[src/hw/psx_host_pkg.sv]
// host download region codes, region base offsets and memory word types
`default_nettype none

package psx_host_pkg;

	// ========================================================================
	// memory side types
	// ========================================================================

	// byte address into main or disc memory
	typedef logic [26:0] ram_addr_t;
	typedef logic [31:0] ram_word_t;
	typedef logic [3:0]  ram_be_t;

	// ========================================================================
	// host stream types
	// ========================================================================

	typedef logic [15:0] host_half_t;
	typedef logic [7:0]  dl_index_t;

	// download index codes, as sent with ioctl_index
	localparam dl_index_t IDX_BIOS = 8'd0;
	localparam dl_index_t IDX_EXE  = 8'd1;
	localparam dl_index_t IDX_CD   = 8'd2;

	// disc index only checked on the low bits, upper bits carry the drive slot
	localparam int IDX_CD_MASK_BITS = 6;

	// region offsets added to the host byte address
	localparam ram_addr_t BIOS_BASE = 27'd2097152;
	localparam ram_addr_t EXE_BASE  = 27'd4194304;

	// download words are always full width
	localparam ram_be_t BE_ALL = 4'b1111;

endpackage

`default_nettype wire

[src/hw/psx_video_pkg.sv]
// framebuffer, aspect and status bit constants plus the video types
`default_nettype none

package psx_video_pkg;

	// ========================================================================
	// video types
	// ========================================================================

	// OSD status word
	typedef logic [63:0] status_t;
	typedef logic [11:0] fb_dim_t;
	typedef logic [31:0] fb_addr_t;
	typedef logic [4:0]  fb_format_t;
	typedef logic [13:0] fb_stride_t;
	// display window offsets from the core
	typedef logic [9:0]  disp_off_x_t;
	typedef logic [8:0]  disp_off_y_t;

	// framebuffer placement in DDR, one VRAM line per pitch
	localparam fb_addr_t   FB_BASE_ADDR    = 32'h3000_0000;
	localparam fb_stride_t FB_STRIDE_BYTES = 14'd2048;

	// 16bpp 1555 and 24bpp RGB
	localparam fb_format_t FMT_RGB16 = 5'b01100;
	localparam fb_format_t FMT_RGB24 = 5'b00101;

	// full VRAM view
	localparam fb_dim_t VIEWER_W = 12'd1024;
	localparam fb_dim_t VIEWER_H = 12'd512;

	// default aspect, 4:3 normally and 2:1 for the VRAM viewer
	localparam fb_dim_t AR_STD_X    = 12'd4;
	localparam fb_dim_t AR_STD_Y    = 12'd3;
	localparam fb_dim_t AR_VIEWER_X = 12'd2;
	localparam fb_dim_t AR_VIEWER_Y = 12'd1;

	// ========================================================================
	// status word bit positions
	// ========================================================================

	localparam int ST_RESET         = 0;
	// 3 bit scale field
	localparam int ST_SCALE_LO      = 2;
	localparam int ST_COLOR24       = 10;
	localparam int ST_VIEWER        = 11;
	localparam int ST_FB_EN         = 14;
	// 2 bit aspect field
	localparam int ST_AR_LO         = 32;
	localparam int ST_SCALE_MODE_LO = 34;

endpackage

`default_nettype wire

[src/hw/download_region_decoder.sv]
// download region decoder with executable load pulse, disc size capture and core reset
`timescale 1ns/10ps
`default_nettype none

module download_region_decoder (
	input  wire                     clk_1x,
	input  wire                     rst_n,
	input  wire                     ioctl_download,
	input  psx_host_pkg::dl_index_t ioctl_index,
	input  psx_host_pkg::ram_addr_t ioctl_addr,
	input  wire                     osd_reset,
	output logic                    dl_bios,
	output logic                    dl_exe,
	output logic                    dl_cd,
	output logic                    load_exe,
	output psx_host_pkg::ram_addr_t cd_size,
	output logic                    core_reset
);

	localparam int CD_BITS = psx_host_pkg::IDX_CD_MASK_BITS;

	// next region levels from the live host signals
	logic bios_sel;
	logic exe_sel;
	logic cd_sel;
	// dl_exe one cycle late, for the falling edge
	logic dl_exe_q;

	assign bios_sel = ioctl_download && (ioctl_index == psx_host_pkg::IDX_BIOS);
	assign exe_sel  = ioctl_download && (ioctl_index == psx_host_pkg::IDX_EXE);
	// disc slot bits above the mask are ignored
	assign cd_sel   = ioctl_download &&
		(ioctl_index[CD_BITS-1:0] == psx_host_pkg::IDX_CD[CD_BITS-1:0]);

	always_ff @(posedge clk_1x) begin
		if (!rst_n) begin
			dl_bios  <= 1'b0;
			dl_exe   <= 1'b0;
			dl_cd    <= 1'b0;
			dl_exe_q <= 1'b0;
			load_exe <= 1'b0;
			cd_size  <= '0;
		end else begin
			dl_bios  <= bios_sel;
			dl_exe   <= exe_sel;
			dl_cd    <= cd_sel;
			dl_exe_q <= dl_exe;
			// single pulse once the executable is in memory
			load_exe <= dl_exe_q && !dl_exe;
			// last host address is the image size
			if (dl_cd && !cd_sel) begin
				cd_size <= ioctl_addr;
			end
		end
	end

	// core stays in reset for the whole download and during system reset
	assign core_reset = osd_reset || dl_bios || dl_exe || dl_cd || !rst_n;

endmodule

`default_nettype wire

[src/hw/download_write_engine.sv]
// download write engine: half word packing, region offset, memory write ports and host wait
`timescale 1ns/10ps
`default_nettype none

module download_write_engine (
	input  wire                       clk_1x,
	input  wire                       rst_n,
	input  wire                       dl_bios,
	input  wire                       dl_exe,
	input  wire                       dl_cd,
	input  wire                       ioctl_wr,
	input  psx_host_pkg::ram_addr_t   ioctl_addr,
	input  psx_host_pkg::host_half_t  ioctl_dout,
	output logic                      ioctl_wait,
	input  wire                       core_wr_req,
	input  psx_host_pkg::ram_addr_t   core_wr_addr,
	input  psx_host_pkg::ram_word_t   core_wr_data,
	input  psx_host_pkg::ram_be_t     core_wr_be,
	output logic                      main_wr_req,
	output psx_host_pkg::ram_addr_t   main_wr_addr,
	output psx_host_pkg::ram_word_t   main_wr_data,
	output psx_host_pkg::ram_be_t     main_wr_be,
	input  wire                       main_wr_ack,
	output logic                      cd_wr_req,
	output psx_host_pkg::ram_addr_t   cd_wr_addr,
	output psx_host_pkg::ram_word_t   cd_wr_data,
	input  wire                       cd_wr_ack
);

	// ========================================================================
	// region decode
	// ========================================================================

	logic                     dl_active;
	// BIOS or executable owns the main port
	logic                     dl_main;
	psx_host_pkg::ram_addr_t  region_base;
	// ack of whichever port the download writes to
	logic                     wr_ack;

	assign dl_active = dl_bios || dl_exe || dl_cd;
	assign dl_main   = dl_bios || dl_exe;
	assign wr_ack    = dl_cd ? cd_wr_ack : main_wr_ack;

	always_comb begin
		region_base = '0;
		if (dl_bios) begin
			region_base = psx_host_pkg::BIOS_BASE;
		end else if (dl_exe) begin
			region_base = psx_host_pkg::EXE_BASE;
		end
		// disc image lands at the raw address
	end

	// ========================================================================
	// word assembly
	// ========================================================================

	psx_host_pkg::ram_addr_t  wr_addr;
	psx_host_pkg::host_half_t wr_lo;
	psx_host_pkg::host_half_t wr_hi;
	psx_host_pkg::ram_word_t  wr_word;
	logic                     wr_pulse;
	logic                     wait_q;

	assign wr_word = {wr_hi, wr_lo};

	// even half carries the word address, odd half completes it
	always_ff @(posedge clk_1x) begin
		if (dl_active && ioctl_wr) begin
			if (!ioctl_addr[1]) begin
				wr_lo   <= ioctl_dout;
				wr_addr <= ioctl_addr + region_base;
			end else begin
				wr_hi <= ioctl_dout;
			end
		end
	end

	// one write in flight, host held until the memory acks
	always_ff @(posedge clk_1x) begin
		if (!rst_n) begin
			wr_pulse <= 1'b0;
			wait_q   <= 1'b0;
		end else begin
			wr_pulse <= 1'b0;
			if (!dl_active) begin
				wait_q <= 1'b0;
			end else begin
				if (ioctl_wr && ioctl_addr[1]) begin
					wr_pulse <= 1'b1;
					wait_q   <= 1'b1;
				end
				if (wr_ack) begin
					wait_q <= 1'b0;
				end
			end
		end
	end

	// drop wait as soon as the region goes away
	assign ioctl_wait = wait_q && dl_active;

	// ========================================================================
	// port muxing
	// ========================================================================

	// core gets the main port back outside BIOS and exe loads
	assign main_wr_req  = dl_main ? wr_pulse : core_wr_req;
	assign main_wr_addr = dl_main ? wr_addr : core_wr_addr;
	assign main_wr_data = dl_main ? wr_word : core_wr_data;
	assign main_wr_be   = dl_main ? psx_host_pkg::BE_ALL : core_wr_be;

	// disc memory only sees image writes
	assign cd_wr_req  = dl_cd && wr_pulse;
	assign cd_wr_addr = wr_addr;
	assign cd_wr_data = wr_word;

endmodule

`default_nettype wire

[src/hw/psx_host_glue_top.sv]
// host glue top level with region decoder, download write engine and video registers
`timescale 1ns/10ps
`default_nettype none

module psx_host_glue_top (
	input  wire                        clk_1x,
	input  wire                        rst_n,
	// host download stream
	input  wire                        ioctl_download,
	input  psx_host_pkg::dl_index_t    ioctl_index,
	input  psx_host_pkg::ram_addr_t    ioctl_addr,
	input  wire                        ioctl_wr,
	input  psx_host_pkg::host_half_t   ioctl_dout,
	output logic                       ioctl_wait,
	// core control
	output logic                       load_exe,
	output psx_host_pkg::ram_addr_t    cd_size,
	output logic                       core_reset,
	// core writes
	input  wire                        core_wr_req,
	input  psx_host_pkg::ram_addr_t    core_wr_addr,
	input  psx_host_pkg::ram_word_t    core_wr_data,
	input  psx_host_pkg::ram_be_t      core_wr_be,
	// main memory write port
	output logic                       main_wr_req,
	output psx_host_pkg::ram_addr_t    main_wr_addr,
	output psx_host_pkg::ram_word_t    main_wr_data,
	output psx_host_pkg::ram_be_t      main_wr_be,
	input  wire                        main_wr_ack,
	// disc memory write port
	output logic                       cd_wr_req,
	output psx_host_pkg::ram_addr_t    cd_wr_addr,
	output psx_host_pkg::ram_word_t    cd_wr_data,
	input  wire                        cd_wr_ack,
	// OSD status and display geometry
	input  psx_video_pkg::status_t     status,
	input  wire                        video_interlace,
	input  psx_video_pkg::fb_dim_t     display_width,
	input  psx_video_pkg::fb_dim_t     display_height,
	input  psx_video_pkg::disp_off_x_t display_off_x,
	input  psx_video_pkg::disp_off_y_t display_off_y,
	// framebuffer and scaler config
	output logic                       fb_en,
	output psx_video_pkg::fb_format_t  fb_format,
	output psx_video_pkg::fb_addr_t    fb_base,
	output psx_video_pkg::fb_dim_t     fb_width,
	output psx_video_pkg::fb_dim_t     fb_height,
	output psx_video_pkg::fb_stride_t  fb_stride,
	output logic                       vga_f1,
	output logic [1:0]                 vga_sl,
	output psx_video_pkg::fb_dim_t     arx,
	output psx_video_pkg::fb_dim_t     ary,
	output logic [1:0]                 scale_mode
);

	// registered region levels, decoder to engine
	logic dl_bios;
	logic dl_exe;
	logic dl_cd;

	download_region_decoder u_decoder (
		.clk_1x         (clk_1x),
		.rst_n          (rst_n),
		.ioctl_download (ioctl_download),
		.ioctl_index    (ioctl_index),
		.ioctl_addr     (ioctl_addr),
		.osd_reset      (status[psx_video_pkg::ST_RESET]),
		.dl_bios        (dl_bios),
		.dl_exe         (dl_exe),
		.dl_cd          (dl_cd),
		.load_exe       (load_exe),
		.cd_size        (cd_size),
		.core_reset     (core_reset)
	);

	download_write_engine u_engine (
		.clk_1x       (clk_1x),
		.rst_n        (rst_n),
		.dl_bios      (dl_bios),
		.dl_exe       (dl_exe),
		.dl_cd        (dl_cd),
		.ioctl_wr     (ioctl_wr),
		.ioctl_addr   (ioctl_addr),
		.ioctl_dout   (ioctl_dout),
		.ioctl_wait   (ioctl_wait),
		.core_wr_req  (core_wr_req),
		.core_wr_addr (core_wr_addr),
		.core_wr_data (core_wr_data),
		.core_wr_be   (core_wr_be),
		.main_wr_req  (main_wr_req),
		.main_wr_addr (main_wr_addr),
		.main_wr_data (main_wr_data),
		.main_wr_be   (main_wr_be),
		.main_wr_ack  (main_wr_ack),
		.cd_wr_req    (cd_wr_req),
		.cd_wr_addr   (cd_wr_addr),
		.cd_wr_data   (cd_wr_data),
		.cd_wr_ack    (cd_wr_ack)
	);

	video_config_regs u_video_cfg (
		.clk_1x          (clk_1x),
		.rst_n           (rst_n),
		.status          (status),
		.video_interlace (video_interlace),
		.display_width   (display_width),
		.display_height  (display_height),
		.display_off_x   (display_off_x),
		.display_off_y   (display_off_y),
		.fb_en           (fb_en),
		.fb_format       (fb_format),
		.fb_base         (fb_base),
		.fb_width        (fb_width),
		.fb_height       (fb_height),
		.fb_stride       (fb_stride),
		.vga_f1          (vga_f1),
		.vga_sl          (vga_sl),
		.arx             (arx),
		.ary             (ary),
		.scale_mode      (scale_mode)
	);

endmodule

`default_nettype wire

[src/hw/video_config_regs.sv]
// video and framebuffer configuration registers decoded from status and display geometry
`timescale 1ns/10ps
`default_nettype none

module video_config_regs (
	input  wire                        clk_1x,
	input  wire                        rst_n,
	input  psx_video_pkg::status_t     status,
	input  wire                        video_interlace,
	input  psx_video_pkg::fb_dim_t     display_width,
	input  psx_video_pkg::fb_dim_t     display_height,
	input  psx_video_pkg::disp_off_x_t display_off_x,
	input  psx_video_pkg::disp_off_y_t display_off_y,
	output logic                       fb_en,
	output psx_video_pkg::fb_format_t  fb_format,
	output psx_video_pkg::fb_addr_t    fb_base,
	output psx_video_pkg::fb_dim_t     fb_width,
	output psx_video_pkg::fb_dim_t     fb_height,
	output psx_video_pkg::fb_stride_t  fb_stride,
	output logic                       vga_f1,
	output logic [1:0]                 vga_sl,
	output psx_video_pkg::fb_dim_t     arx,
	output psx_video_pkg::fb_dim_t     ary,
	output logic [1:0]                 scale_mode
);

	// ========================================================================
	// status field decode
	// ========================================================================

	logic                    viewer;
	logic [2:0]              scale;
	logic [1:0]              sl;
	logic [1:0]              ar;
	psx_video_pkg::fb_addr_t win_base;

	assign viewer = status[psx_video_pkg::ST_VIEWER];
	assign scale  = status[psx_video_pkg::ST_SCALE_LO +: 3];
	assign ar     = status[psx_video_pkg::ST_AR_LO +: 2];

	// scale 0 is plain output, others map one step down
	assign sl = (scale != 3'd0) ? 2'(scale - 3'd1) : 2'd0;

	// display window start, 2 bytes per pixel and one pitch per line
	assign win_base = psx_video_pkg::FB_BASE_ADDR
		+ (psx_video_pkg::fb_addr_t'(display_off_x) << 1)
		+ psx_video_pkg::fb_addr_t'(display_off_y)
		* psx_video_pkg::fb_addr_t'(psx_video_pkg::FB_STRIDE_BYTES);

	// ========================================================================
	// registered outputs
	// ========================================================================

	always_ff @(posedge clk_1x) begin
		if (!rst_n) begin
			fb_en  <= 1'b0;
			vga_f1 <= 1'b0;
		end else begin
			fb_en  <= status[psx_video_pkg::ST_FB_EN];
			// framebuffer path is progressive
			vga_f1 <= status[psx_video_pkg::ST_FB_EN] ? 1'b0 : video_interlace;
		end
	end

	always_ff @(posedge clk_1x) begin
		fb_format <= status[psx_video_pkg::ST_COLOR24] ?
			psx_video_pkg::FMT_RGB24 : psx_video_pkg::FMT_RGB16;
		fb_stride <= psx_video_pkg::FB_STRIDE_BYTES;
		// viewer shows all of VRAM, else just the visible window
		if (viewer) begin
			fb_base   <= psx_video_pkg::FB_BASE_ADDR;
			fb_width  <= psx_video_pkg::VIEWER_W;
			fb_height <= psx_video_pkg::VIEWER_H;
		end else begin
			fb_base   <= win_base;
			fb_width  <= display_width;
			fb_height <= display_height;
		end
		vga_sl     <= sl;
		scale_mode <= status[psx_video_pkg::ST_SCALE_MODE_LO +: 2];
		// aspect 0 is original, otherwise custom ARC slot index
		if (ar == 2'd0) begin
			arx <= viewer ? psx_video_pkg::AR_VIEWER_X : psx_video_pkg::AR_STD_X;
			ary <= viewer ? psx_video_pkg::AR_VIEWER_Y : psx_video_pkg::AR_STD_Y;
		end else begin
			arx <= psx_video_pkg::fb_dim_t'(ar) - 12'd1;
			ary <= '0;
		end
	end

endmodule

`default_nettype wire

[config.mk]
export PLATFORM = sky130hd
export DESIGN_NAME = psx_host_glue_top
export DESIGN_NICKNAME = d
export VERILOG_FILES = /design/src/hw/psx_host_pkg.sv /design/src/hw/psx_video_pkg.sv /design/src/hw/download_region_decoder.sv /design/src/hw/download_write_engine.sv /design/src/hw/psx_host_glue_top.sv /design/src/hw/video_config_regs.sv
export SDC_FILE = /design/constraint.sdc
export NUM_CORES = 1
export LEC_CHECK = 0
export ABC_AREA = 1
export BUFFER_PORTS_ARGS = -buffer_cell sky130_fd_sc_hd__buf_2
export CORE_AREA = 2 2 190 192
export CTS_CLUSTER_SIZE = 8
export DETAILED_ROUTE_END_ITERATION = 8
export DIE_AREA = 0 0 192 194
export HOLD_SLACK_MARGIN = 0.05
export PLACE_DENSITY = 0.41
export RECOVER_POWER = 25
export SYNTH_ARGS = -nofsm -noshare
export SYNTH_HDL_FRONTEND = slang
export SYNTH_HIERARCHICAL = 1
export SYNTH_SLANG_ARGS = --single-unit
[constraint.sdc]
create_clock -name clk_1x -period 6.2 [get_ports clk_1x]
set_clock_uncertainty 0.15 [all_clocks]
set_input_delay 1.55 -clock clk_1x [delete_from_list [all_inputs] [get_ports clk_1x]]
set_output_delay 1.55 -clock clk_1x [all_outputs]
set_load 0.01 [all_outputs]
* After elaboration in Yosys (flattened, before gate mapping)
Index checks and enable logic that the tools add are counted.
** Storage, ports and cells
- Flip-flop bits (word level) :: 184
- Bits of input ports :: 229
- Logic and storage cells :: 69
** Operators by class
- Add/subtract/negate cells :: 5
- Eq/ne operators :: 2
- Muxes and demuxes :: 12
- Bitwise operators :: 3
- Reductions and logical operators :: 26
** Operators with widths (number)
- $mux 27 :: 2
- $add 32x20->32 :: 1
- $mux 32 :: 1
- $add 30x11->31 const A :: 1
- $add 27x27->27 :: 1
- $mux 23 :: 1
- $mux 12 :: 1
- $logic_and 1x1->1 :: 9
- $eq 8x1->1 const B :: 1
- $logic_not 8->1 :: 1
- $mux 4 :: 2
- $eq 6x2->1 const B :: 1
- $logic_or 1x1->1 :: 6
- $reduce_and 2->1 :: 3
- $logic_not 1->1 :: 3
- $mux 1 :: 3
- $mux 3 :: 1
- $not 1->1 :: 3
- $reduce_bool 3->1 :: 1
- $reduce_or 3->1 :: 1
- $sub 2x1->3 const B :: 1
- $logic_not 2->1 :: 1
- $mux 2 :: 1
- $reduce_or 2->1 :: 1
- $sub 2x1->2 const B :: 1

* Longest topological paths before layout
Gate-level depths: netlist of the first run.
- Word-level depth :: 4
- Mapped depth :: 8

* By module
The synthesis of the first run kept the hierarchy.
** By module, submodules not included
- download_write_engine :: times used 1, cells an instance 301, area each 2796.4 µm², seq. area each 1811.7 µm²
- video_config_regs :: times used 1, cells an instance 214, area each 1966.9 µm², seq. area each 1141.1 µm²
- download_region_decoder :: times used 1, cells an instance 207, area each 1415.1 µm², seq. area each 640.6 µm²

* Worst setup path after synthesis of the first run
No wires, ideal clock.
- Path type :: in2reg
- Start point :: in ioctl_wr
- End point :: reg u_engine.wr_addr[0] (netlist: u_engine/cd_wr_addr[0]), enable pin
- Setup time :: 0.444 ns
- Arrival :: 3.415 ns
- Required time :: 5.606 ns
- Slack :: 2.191 ns
- Cell stages on the path :: 2
- Buffers on the path :: 0
- Cell sequence :: nand2_1 -> nor2_1
** On the way
- Cells in the longest elaborated chain, start to end :: 2
** RTL lines
- start, declared :: line psx_host_glue_top.sv:12 : input wire ioctl_wr,
- $logic_and 1x1->1 :: line download_write_engine.sv:70 : if (dl_active && ioctl_wr) begin
- $reduce_and 2->1 (no source line)
- end signal, assigned :: line download_write_engine.sv:73 : wr_addr <= ioctl_addr + region_base;
- end, declared :: line download_write_engine.sv:59 : psx_host_pkg::ram_addr_t wr_addr;
No other way between the ends.
A chain may end at the register's enable or synchronous reset.

* Final worst setup path of the first run
- Start point :: reg u_decoder.dl_exe
- End point :: out main_wr_data[11]
** On the way
- Cells in the longest elaborated chain, start to end :: 2
** RTL lines
- start, declared :: line download_region_decoder.sv:13 : output logic dl_exe,
- start signal, assigned :: line download_region_decoder.sv:45 : dl_exe <= exe_sel;
- $logic_or 1x1->1 :: line download_write_engine.sv:42 : assign dl_main = dl_bios || dl_exe;
- $mux 32 :: line download_write_engine.sv:111 : assign main_wr_data = dl_main ? wr_word : core_wr_data;
- end, declared :: line psx_host_glue_top.sv:27 : output psx_host_pkg::ram_word_t main_wr_data,
No other way between the ends.

==> results of run 1 <==
logic make-up (layout without fill, tap and decap cells):
family / Yosys count / in the layout / share of synthesized area (%)
buffers and inverters: 165 / 521 / 14.6
other: 2 / 42 / 0.122
AOI/OAI and AO/OA: 2 / 2 / 0.162
DFF: 150 / 150 / 58.2
adders and majority gates: 4 / 4 / 0.932
xor gates and xnor gates: 2 / 2 / 0.284
and+or+nand+nor: 397 / 397 / 25.7
cell usage after synthesis:
library cell  instances  share of area, %
inv_2                 2              0.12
dfxtp_1              91                29
fa_1                  1              0.32
ha_1                  3              0.61
inv_1                88               5.3
nand3b_1              2              0.24
nor3_1                5              0.40
nor2_1              109               6.6
nor2_4                2              0.36
buf_2                14               1.1
edfxtp_1             59                29
nor3b_1               1              0.12
nand2_2               1              0.10
a21oi_1               2              0.16
clkbuf_4              1              0.12
nand2_1             235                14
or2_1                 6              0.61
buf_4                50               6.1
nor2_2                3              0.30
conb_1                2              0.12
nand3_1              33               2.7
xor2_1                2              0.28
buf_6                10               1.8
worst paths after layout:
| kind | start | to |
|---|---|---|
| min reg2reg | u_decoder/dl_exe_q | u_decoder/load_exe |
| max | u_decoder/dl_exe | main_wr_data[11] |
| min | u_decoder/dl_exe_q | u_decoder/load_exe |
| max reg2reg | u_decoder/dl_cd | u_engine/cd_wr_addr[19] |
final cells by class:
class	count	area, sq um	share of cell area, %
Clock inverter	11	95.1	1.07
Clock buffer	20	489	5.49
Timing Repair Buffer	400	1980	22.2
Multi-Input combinational cell	446	1840	20.6
Sequential cell	150	3590	40.3
Tap cell	461	577	6.47
Antenna cell	1	2.50	0.0281
Inverter	90	338	3.79
per-stage QoR:
step | instance area [sq um] | total power (uW)
finish | 8910 | 2310
global route | 8910 | 2430
CTS | 8950 | 2370
detailed placement | 8360 | 1300
global placement | 8360 | 1300
floorplan | 6320 | 1190
worst register-to-register path, delay by kind of cell, from the launching register on:
kind                   cells  cell delay, ps
buffers and inverters      3             900
flip-flops                 1             760
AND/OR/NAND/NOR            3             320
flip-flops by register name, indices dropped and copies added, names as in the netlist, 2 cells and up:
| register | cells |
|---|---|
| u_decoder/cd_size | 27 |
| u_engine/cd_wr_addr | 27 |
| u_video_cfg/fb_base | 19 |
| u_engine/wr_hi | 16 |
| u_engine/wr_lo | 16 |
| u_video_cfg/fb_height | 12 |
| u_video_cfg/fb_width | 12 |
| u_video_cfg/arx | 4 |
| u_video_cfg/ary | 2 |
| u_video_cfg/fb_format | 2 |
| u_video_cfg/scale_mode | 2 |
| u_video_cfg/vga_sl | 2 |
per-layer routing:
metal  GRT usage, %  vias up  routed length [um]
li1               -     2847                   -
met1           14.2     2544                9670
met2           21.3      328               11200
met3           5.23       20                2590
met4           3.68        2                 285
met5              0        -                  20
cell usage in the layout, fill, tap and decap left out, drive strengths merged, types with 3 or more instances in the layout:
| cell type | count |
|---|---|
| edfxtp | 59 |
| or2 | 6 |
| clkbuf | 49 |
| ha | 3 |
| dfxtp | 91 |
| inv | 92 |
| nand3 | 33 |
| nand2 | 236 |
| buf | 371 |
| conb | 41 |
| nor2 | 114 |
| clkinv | 6 |
| nor3 | 5 |
power by group through the flow:
| stage | Sequential (uW) | Clock, uW | Combinational (uW) |
|---|---|---|---|
| after floorplan | 1080 | 0 | 105 |
| after global placement | 1070 | 0 | 223 |
| after detailed placement | 1070 | 0 | 223 |
| after CTS | 1050 | 1100 | 224 |
| after global routing | 1050 | 1130 | 243 |
| final | 1050 | 1040 | 217 |
==> results by group, run 1 <==
Power and ir drop
  – Static leakage: roughly 0.0047 uW
  – Sw power: 569 uW
  – Worst vdd ir: 0.000187 V
  – Switching share of power: 24.6%
  – Cell Pwr Density: 259 nW/um^2
  – Logic pwr share: under 10%
  – Reg power frac: 45.5%
  – Int Power: between 1500 and 2000 uW
  – Clk pwr share: 45.1%

Timing
  – Worst slew margin: -30.6%
  – Final Cycle Share: 65.6%
  – Final setup viols: 0
  – Min Clock Period, post-route: ~4100 ps
  – Final Hold Viols: 0
  – RSZ-0062 raised after global routing: false
  – Hold slack: about 320 ps
  – Setup TNS: 0 ps
  – Worst-Margin Slew: 1960 ps
  – Final worst slack: 2130 ps
  – Pins Over Slew Limit: 47
  – Fmax: roughly 0.25 GHz

CTS
  – Clock transition at the registers of the reported paths: 60 ps
  – Clk_lat worst skew: 440 ps
  – Htree depth: 4
  – Resized cells post-CTS: 0
  – Num CTS Buffers: 17
  – Hold_buf cts: 0
  – Clk buf depth: 2
  – Setup Fix Bufs, Post-CTS: 0
  – TritonCTS Sinks: 150
  – Root Driver: clkbuf_16
  – CTS tree: done

Setup path
  – Worst setup EP type: output pin
  – Worst Setup Path Type: reg2out
  – Delay of the slowest cell on the worst path: a little over 500 ps
  – Critical Path Stages: 6
  – CP cell instances: nor2_4, inv_2, buf_4, nand2_1, nand2_1, buf_2
  – Critical path peak fanout: 37
  – Worst Path Buf+Inv: 3
  – Worst EP arrival: 2370 ps
  – Crit-path leading delay family: buffers and inverters
  – CP required: 4500 ps
  – Cells on worst reg2reg path: 6
  – CP max stage cell: dfxtp_1
  – Most used cell, CP: nand2_1
  – R2r setup slk: 3660 ps
  – Startpoint Class: flop

Synthesis
  – Yosys warning count: 6
  – Yosys cell types: 23
  – Avg Inst Size Synth: about 8.6 sq um
  – Seq/Total Area, Yosys: ~58%
  – Post-Synthesis Cells: 722
  – Flops & latches, synth: 150
  – Cell Area, Synth: between 6000 and 7000 sq um

Finish
  – Layout cells sized above 1: roughly 37%
  – Filler cell count: 3,939
  – Area growth, synth to finish: 44.2%
  – Non-Filler Instances: 1,579
  – Final nets: 1,338
  – Finished Core Util: 25.3%

Min path
  – Hold path depth: 1
  – Hold WC Path Type: reg2reg

Floorplan
  – Initial core utilization: 17.5%
  – FP Rows: 69
  – Full die area: 37,200 sq um
  – DIE HEIGHT: 194 um
  – Core Footprint: 35,200 sq um
  – IO Pins: 488
  – Die W: 192 um

Global routing
  – Largest net degree at the start of global routing: 62
  – First-pass GRT wire length: 33,800 um
  – Vias in the first global route: between 5,000 and 6,000
  – GRT Total Usage: 12.5%
  – Initial antenna violation count: 2
  – Overflow after GRT: 0

Routing
  – Antenna-violating nets left: 0
  – Vias per cell: roughly 3.6
  – DRC: 0
  – Initial DRC count: ~160
  – Final WL: 23,700 um
  – Wire length per cell: 15.0 um
  – Vias: around 5,700
  – Number of detailed-route iterations in the first pass: 4

Placed design
  – Placed insts: 1,547
  – Placement Setup Slack: approximately 2100 ps
  – Dpl hpwl: ~18,000 um
  – Global placement routability congestion: 0.830
  – Number of port buffers: 394

Run status
  – Run status: finished, violations left
  – Violated checks: max-capacitance violations, max-slew violations

Run
  – Max-cap viol count: 1
(Power assumes the default switching activity.)
==> run 2: changes to the inputs <==
--- a/config.mk
+++ b/config.mk
@@ -12,7 +12,7 @@
 export DETAILED_ROUTE_END_ITERATION = 8
 export DIE_AREA = 0 0 192 194
 export HOLD_SLACK_MARGIN = 0.05
-export PLACE_DENSITY = 0.41
+export PLACE_DENSITY = 0.43
 export RECOVER_POWER = 25
 export SYNTH_ARGS = -nofsm -noshare
 export SYNTH_HDL_FRONTEND = slang
==> constraint.sdc (replaced) <==
create_clock -name clk_1x -period 3.3 [get_ports clk_1x]
set_clock_uncertainty 0.15 [all_clocks]
set_input_delay 0.825 -clock clk_1x [delete_from_list [all_inputs] [get_ports clk_1x]]
set_output_delay 0.825 -clock clk_1x [all_outputs]
set_load 0.01 [all_outputs]
==> results by group, run 2 (synthesized netlist as in run 1, its figures left out) <==
Timing
  – Final Hold Viols: 0 (unchanged)
  – Min Clock Period, post-route: 3100 ps
  – Worst-Margin Slew: 1930 ps (-30.1 ps)
  – Worst slew margin: -28.6% (+2.0 points)
  – Pins Over Slew Limit: 82 (+74%)
  – RSZ-0062 raised after global routing: false
  – Final setup viols: 0 (unchanged)
  – Final Cycle Share: 93.9%
  – Setup TNS: 0 ps (unchanged)
  – Fmax: 0.323 GHz
  – Hold slack: 313 ps (-8.36 ps)

Setup path
  – Critical Path Stages: 6 (unchanged)
  – Cells on worst reg2reg path: 6 (unchanged)
  – FF-to-FF End: u_engine/wr_lo[13]
  – Delay of the slowest cell on the worst path: 520 ps (about the same)
  – Crit-path leading delay family: buffers and inverters
  – Startpoint Class: flop
  – CP max stage cell: buf_4
  – Worst Path Buf+Inv: 3 (unchanged)
  – Worst EP arrival: 2120 ps (-250 ps)
  – Worst setup endpoint: ioctl_wait
  – FF-to-FF Start: u_decoder/dl_exe
  – Critical Path Start: u_decoder/dl_exe
  – CP cell instances: nor2_4, buf_4, nand2_1, inv_1, nor2_1, buf_2
  – Worst Setup Path Type: reg2out
  – CP required: 2320 ps (-2180 ps)
  – Worst setup EP type: output pin
  – R2r setup slk: 780 ps (-2880 ps)
  – Critical path peak fanout: 61 (+65%)

Placed design
  – Number of port buffers: 394 (unchanged)
  – Dpl cell area: 8410 sq um (+0.57%)
  – Global placement routability congestion: 0.789 (-4.9%)
  – Dpl hpwl: 18,600 um (+2.3%)

Floorplan
  – Full die area: 37,200 sq um (unchanged)
  – IO Pins: 488 (unchanged)
  – Die W: 192 um (unchanged)
  – FP Rows: 69 (unchanged)
  – DIE HEIGHT: 194 um (unchanged)
  – Initial core utilization: 17.5% (unchanged)
  – Core Footprint: 35,200 sq um (unchanged)

Finish
  – Area growth, synth to finish: 44.6%
  – Most frequent cells in the layout: buf_2 (367), nand2_1 (235), nor2_1 (108)
  – Final nets: 1,341 (+0.22%)
  – ANT cells: 0 (-1)
  – Commonest non-fill, non-tap cell in the layout: buf_2
  – Post-route cell area: 8930 sq um (+0.21%)
  – Layout cells sized above 1: 36.8% (-0.042 points)
  – Finished Core Util: 25.4% (+0.053 points)

Routing
  – Vias per cell: 3.62 (-0.45%)
  – Final WL: 24,100 um (+1.5%)
  – Antenna-violating nets left: 0 (unchanged)
  – Initial DRC count: 147 (-7.0%)
  – Vias: 5,726 (-0.26%)
  – Wire length per cell: 15.2 um (+1.3%)
  – Number of detailed-route iterations in the first pass: 5 (+1)
  – DRC: 0 (unchanged)

CTS
  – Clk_lat worst skew: 430 ps (about the same)
  – Clock transition at the registers of the reported paths: 60 ps (about the same)
  – Root Driver: clkbuf_16
  – TritonCTS Sinks: 150 (unchanged)
  – Htree depth: 4 (unchanged)
  – Resized cells post-CTS: 0 (unchanged)
  – CTS tree: done
  – Num CTS Buffers: 17 (unchanged)
  – Clk buf depth: 2 (unchanged)
  – Hold_buf cts: 0 (unchanged)
  – Setup Fix Bufs, Post-CTS: 0 (unchanged)

Run
  – Max-cap viol count: 2 (+1)

Run status
  – Run status: finished, violations left
  – Violated checks: max-capacitance violations, max-slew violations

Global routing
  – First-pass GRT wire length: 33,400 um (-1.3%)
  – Initial antenna violation count: 1 (-1)
  – Overflow after GRT: 0 (unchanged)
  – Largest net degree at the start of global routing: 62 (unchanged)
  – GRT Total Usage: 12.5% (+0.031 points)
  – Vias in the first global route: 5,575 (-0.98%)

Power and ir drop
  – Static leakage: 0.00470 uW (+0.24%)
  – Cell Pwr Density: 478 nW/um^2 (+84%)
  – Worst vdd ir: 0.000321 V (+71%)
  – Total power: 4270 uW (+85%)

Min path
  – Hold WC Path Type: reg2reg
-- run 2: changes by cell type in the layout (fill, tap and decap cells not counted), sizes merged --
cell,previous run,this run
bufinv,1,0
diode,1,0
clkbuf,49,54
clkinv,6,3
clkinvlp,2,1
buf,371,375
-- run 2: routing by layer --
| metal | global-route usage [%] | share of wire (%) |
|---|---|---|
| met1 | 13.9 | 40 |
| met2 | 22.1 | 48 |
| met3 | 5.09 | 10 |
| met4 | 3.31 | 1.0 |
| met5 | 0 | 0 |
-- run 2: how the worst min path moves through the flow --
| stage | start | endpoint | slack (ps) | depth (start not counted) |
|---|---|---|---|---|
| after floorplan | u_decoder/dl_exe_q | u_decoder/load_exe | 290 | 1 |
| after global placement | u_decoder/dl_exe_q | u_decoder/load_exe | 300 | 1 |
| after detailed placement | u_decoder/dl_exe_q | u_decoder/load_exe | 300 | 1 |
| after CTS | status[35] | u_video_cfg/scale_mode[1] | 300 | 1 |
| after global routing | status[34] | u_video_cfg/scale_mode[0] | 300 | 1 |
| final | u_decoder/dl_exe_q | u_decoder/load_exe | 310 | 1 |
-- run 2: where the power goes --
group	switching [uW]	internal (uW)	total (uW)
Combinational	236	171	407
Clock	797	1090	1890
Sequential	12.0	1960	1970
-- run 2: cell type report --
cell class | count | area [sq um]
Fill cell | 3927 | 26300
Sequential cell | 150 | 3590
Timing Repair Buffer | 403 | 2030
Multi-Input combinational cell | 446 | 1840
Tap cell | 461 | 577
Clock buffer | 26 | 520
Inverter | 90 | 338
Clock inverter | 6 | 38.8
-- run 2: per-stage QoR --
stage | std cells | setup WS (ps)
after floorplan | 761 | 15.8
after global placement | 1550 | 658
after detailed placement | 1550 | 644
after CTS | 1582 | 151
after global routing | 1582 | 2.47
final | 1582 | 201
==> run 3: changes to the inputs <==
--- a/config.mk
+++ b/config.mk
@@ -12,9 +12,8 @@
 export DETAILED_ROUTE_END_ITERATION = 8
 export DIE_AREA = 0 0 192 194
 export HOLD_SLACK_MARGIN = 0.05
-export PLACE_DENSITY = 0.43
+export PLACE_DENSITY = 0.42
 export RECOVER_POWER = 25
 export SYNTH_ARGS = -nofsm -noshare
 export SYNTH_HDL_FRONTEND = slang
-export SYNTH_HIERARCHICAL = 1
 export SYNTH_SLANG_ARGS = --single-unit
==> constraint.sdc (replaced) <==
create_clock -name clk_1x -period 3.3 [get_ports clk_1x]
set_clock_uncertainty 0.15 [all_clocks]
set_input_delay 0.825 -clock clk_1x [delete_from_list [all_inputs] [get_ports clk_1x]]
set_output_delay 0.825 -clock clk_1x [all_outputs]
set_load 0.005 [all_outputs]
==> results by group, run 3 <==
Run status
  – Run status: finished, violations left
  – Violated checks: max-capacitance violations, max-slew violations

Global routing
  – Vias in the first global route: 5,456 (-2.1%)
  – Overflow after GRT: 0 (unchanged)
  – GRT Total Usage: 11.4% (-1.1 points)
  – Initial antenna violation count: 1 (unchanged)
  – Largest net degree at the start of global routing: 61 (-1.6%)
  – First-pass GRT wire length: 31,000 um (-7.0%)

Synthesis
  – Main synth FF type: dfxtp_1
  – Post-synth ARST share: 0% (unchanged)
  – Post-Synthesis Cells: 714 (-1.1%)
  – Flops & latches, synth: 150 (unchanged)
  – Yosys warning count: 0 (-6)
  – Share of the synthesized area in the top cell type: 29.7% (+0.22 points)
  – Post-synth EDFFs: 59 (unchanged)
  – Synth area leader: dfxtp_1
  – Most frequent cell after synthesis: nand2_1
  – Seq/Total Area, Yosys: 58.6% (+0.43 points)
  – Avg Inst Size Synth: 8.59 sq um (+0.38%)
  – Cell Area, Synth: 6130 sq um (-0.73%)
  – Yosys cell types: 26 (+13%)
  – Synth top area cells: dfxtp_1 (30%), edfxtp_1 (29%), nand2_1 (14%)
  – Top cells by count, synth: nand2_1 (226), dfxtp_1 (91), inv_1 (83)

Power and ir drop
  – Worst vdd ir: 0.000341 V (+6.3%)
  – Static leakage: 0.00467 uW (-0.65%)
  – Cell Pwr Density: 483 nW/um^2 (+1.2%)
  – Total power: 4300 uW (+0.72%)

Setup path
  – FF-to-FF Start: u_decoder.dl_exe
  – FF-to-FF End: u_engine.cd_wr_addr[24]
  – Worst EP arrival: 1930 ps (-190 ps)
  – R2r setup slk: 1570 ps (+790 ps)
  – Cells on worst reg2reg path: 6 (unchanged)
  – CP required: 2320 ps (about the same)
  – Critical Path Start: u_decoder.dl_exe
  – Most used cell, CP: nand2_1
  – Startpoint Class: flop
  – Worst setup endpoint: main_wr_data[2]
  – Critical path peak fanout: 60 (-1.6%)
  – Delay of the slowest cell on the worst path: 530 ps (about the same)
  – CP max stage cell: buf_4
  – Worst setup EP type: output pin
  – Worst Setup Path Type: reg2out
  – CP cell instances: nor2_4, buf_4, nand2_1, nand2_1, buf_2

CTS
  – TritonCTS Sinks: 150 (unchanged)
  – Hold_buf cts: 0 (unchanged)
  – Num CTS Buffers: 17 (unchanged)
  – Root Driver: clkbuf_16
  – Clk_lat worst skew: 440 ps (about the same)
  – Setup Fix Bufs, Post-CTS: 0 (unchanged)
  – Htree depth: 4 (unchanged)
  – Clk buf depth: 2 (unchanged)
  – CTS tree: done
  – Clock transition at the registers of the reported paths: 60 ps (about the same)
  – Resized cells post-CTS: 0 (unchanged)

Timing
  – Setup TNS: 0 ps (unchanged)
  – Final Hold Viols: 0 (unchanged)
  – Hold slack: 278 ps (-35.2 ps)
  – Worst slew margin: -34.9% (-6.2 points)
  – RSZ-0062 raised after global routing: false
  – Worst-Margin Slew: 2020 ps (+93.6 ps)
  – Fmax: 0.345 GHz (+6.8%)
  – Final Cycle Share: 87.9% (-6.0 points)
  – Pins Over Slew Limit: 81 (-1.2%)
  – Min Clock Period, post-route: 2900 ps (-198 ps)
  – Final setup viols: 0 (unchanged)

Placed design
  – Global placement routability congestion: 0.730 (-7.5%)
  – Number of port buffers: 394 (unchanged)
  – Dpl hpwl: 16,400 um (-12%)

Floorplan
  – Full die area: 37,200 sq um (unchanged)
  – Initial core utilization: 17.4% (-0.13 points)
  – FP Rows: 69 (unchanged)
  – Core Footprint: 35,200 sq um (unchanged)
  – Die W: 192 um (unchanged)
  – IO Pins: 488 (unchanged)
  – DIE HEIGHT: 194 um (unchanged)

Routing
  – Number of detailed-route iterations in the first pass: 5 (unchanged)
  – Antenna-violating nets left: 0 (unchanged)
  – DRC: 0 (unchanged)
  – Wire length per cell: 14.0 um (-8.1%)
  – Final WL: 21,900 um (-9.0%)
  – Vias: 5,693 (-0.58%)
  – Initial DRC count: 164 (+12%)
  – Vias per cell: 3.64 (+0.44%)

Min path
  – Hold WC Path Type: reg2reg
  – Hold path depth: 2 (+1)

Finish
  – Reg area: 3590 sq um (unchanged)
  – Finished Core Util: 25.2% (-0.11 points)
  – Final nets: 1,325 (-1.2%)
  – Layout cells sized above 1: 37.4% (+0.53 points)
  – Area growth, synth to finish: 45.0%
  – Multi-input gate area: 1830 sq um (-0.41%)
  – Most frequent cells in the layout: buf_2 (364), nand2_1 (226), dfxtp_1 (90)
  – ANT cells: 0 (unchanged)
  – Filler cell count: 3,956 (+0.74%)
  – Commonest non-fill, non-tap cell in the layout: buf_2

Run
  – Max-cap viol count: 2 (unchanged)
-- run 3: cell families (layout without fill, tap and decap cells) --
kind of cell,Yosys count,after routing,share of synthesized area [%]
fa+ha+maj,4,4,0.938
flops,150,150,58.6
other cells,2,41,0.122
compound gates,33,33,2.69
buf+inv,168,520,14.2
simple gates,354,354,23.1
xor+xnor,3,3,0.428
-- run 3: layout make-up --
cell class,count,share of cell area (%)
clock inverter,12,1.25
multi-input combinational,435,20.6
clock buffer,20,5.26
inverter,86,3.63
timing repair buffer,402,22.4
tap,461,6.49
sequential,150,40.4
-- run 3: per-layer routing --
layer  routed length, um  global-route usage [%]  up-vias  share of wire (%)
li1                    -                       -     2846                  -
met1                8580                    11.8     2545                 39
met2               10800                    20.6      283                 49
met3                2200                    4.85       17                 10
met4                 267                    3.73        2                1.2
met5                  13                       0        -              0.059
-- run 3: worst min path at each step --
stage	from	to	slack (ps)
6_report	u_decoder.dl_exe_q	u_decoder.load_exe	280
5_1_grt	status[35]	u_video_cfg.scale_mode[1]	300
4_1_cts	u_decoder.dl_exe_q	u_decoder.load_exe	280
3_5_place_dp	u_decoder.dl_exe_q	u_decoder.load_exe	270
3_3_place_gp	u_decoder.dl_exe_q	u_decoder.load_exe	260
2_1_floorplan	u_decoder.dl_exe_q	u_decoder.load_exe	250
-- run 3: report_power, final --
group | switching [uW] | internal [uW] | total, uW
Sequential | 11.2 | 1960 | 1970
Combinational | 179 | 169 | 348
Clock | 864 | 1110 | 1980
Total | 1050 | 3240 | 4300
-- run 3: per-stage QoR --
step	instance area [sq um]	setup slack, ps	cells
floorplan	6280	669	753
finish	8890	398	1566
global route	8890	218	1566
detailed placement	8350	802	1534
CTS	8930	302	1566
global placement	8350	830	1534
-- run 3: critical path: cells and delay by family (launching register included) --
kind          cells  cell delay (ps)
buf+inv           2              660
simple gates      3              390
flops             1              350
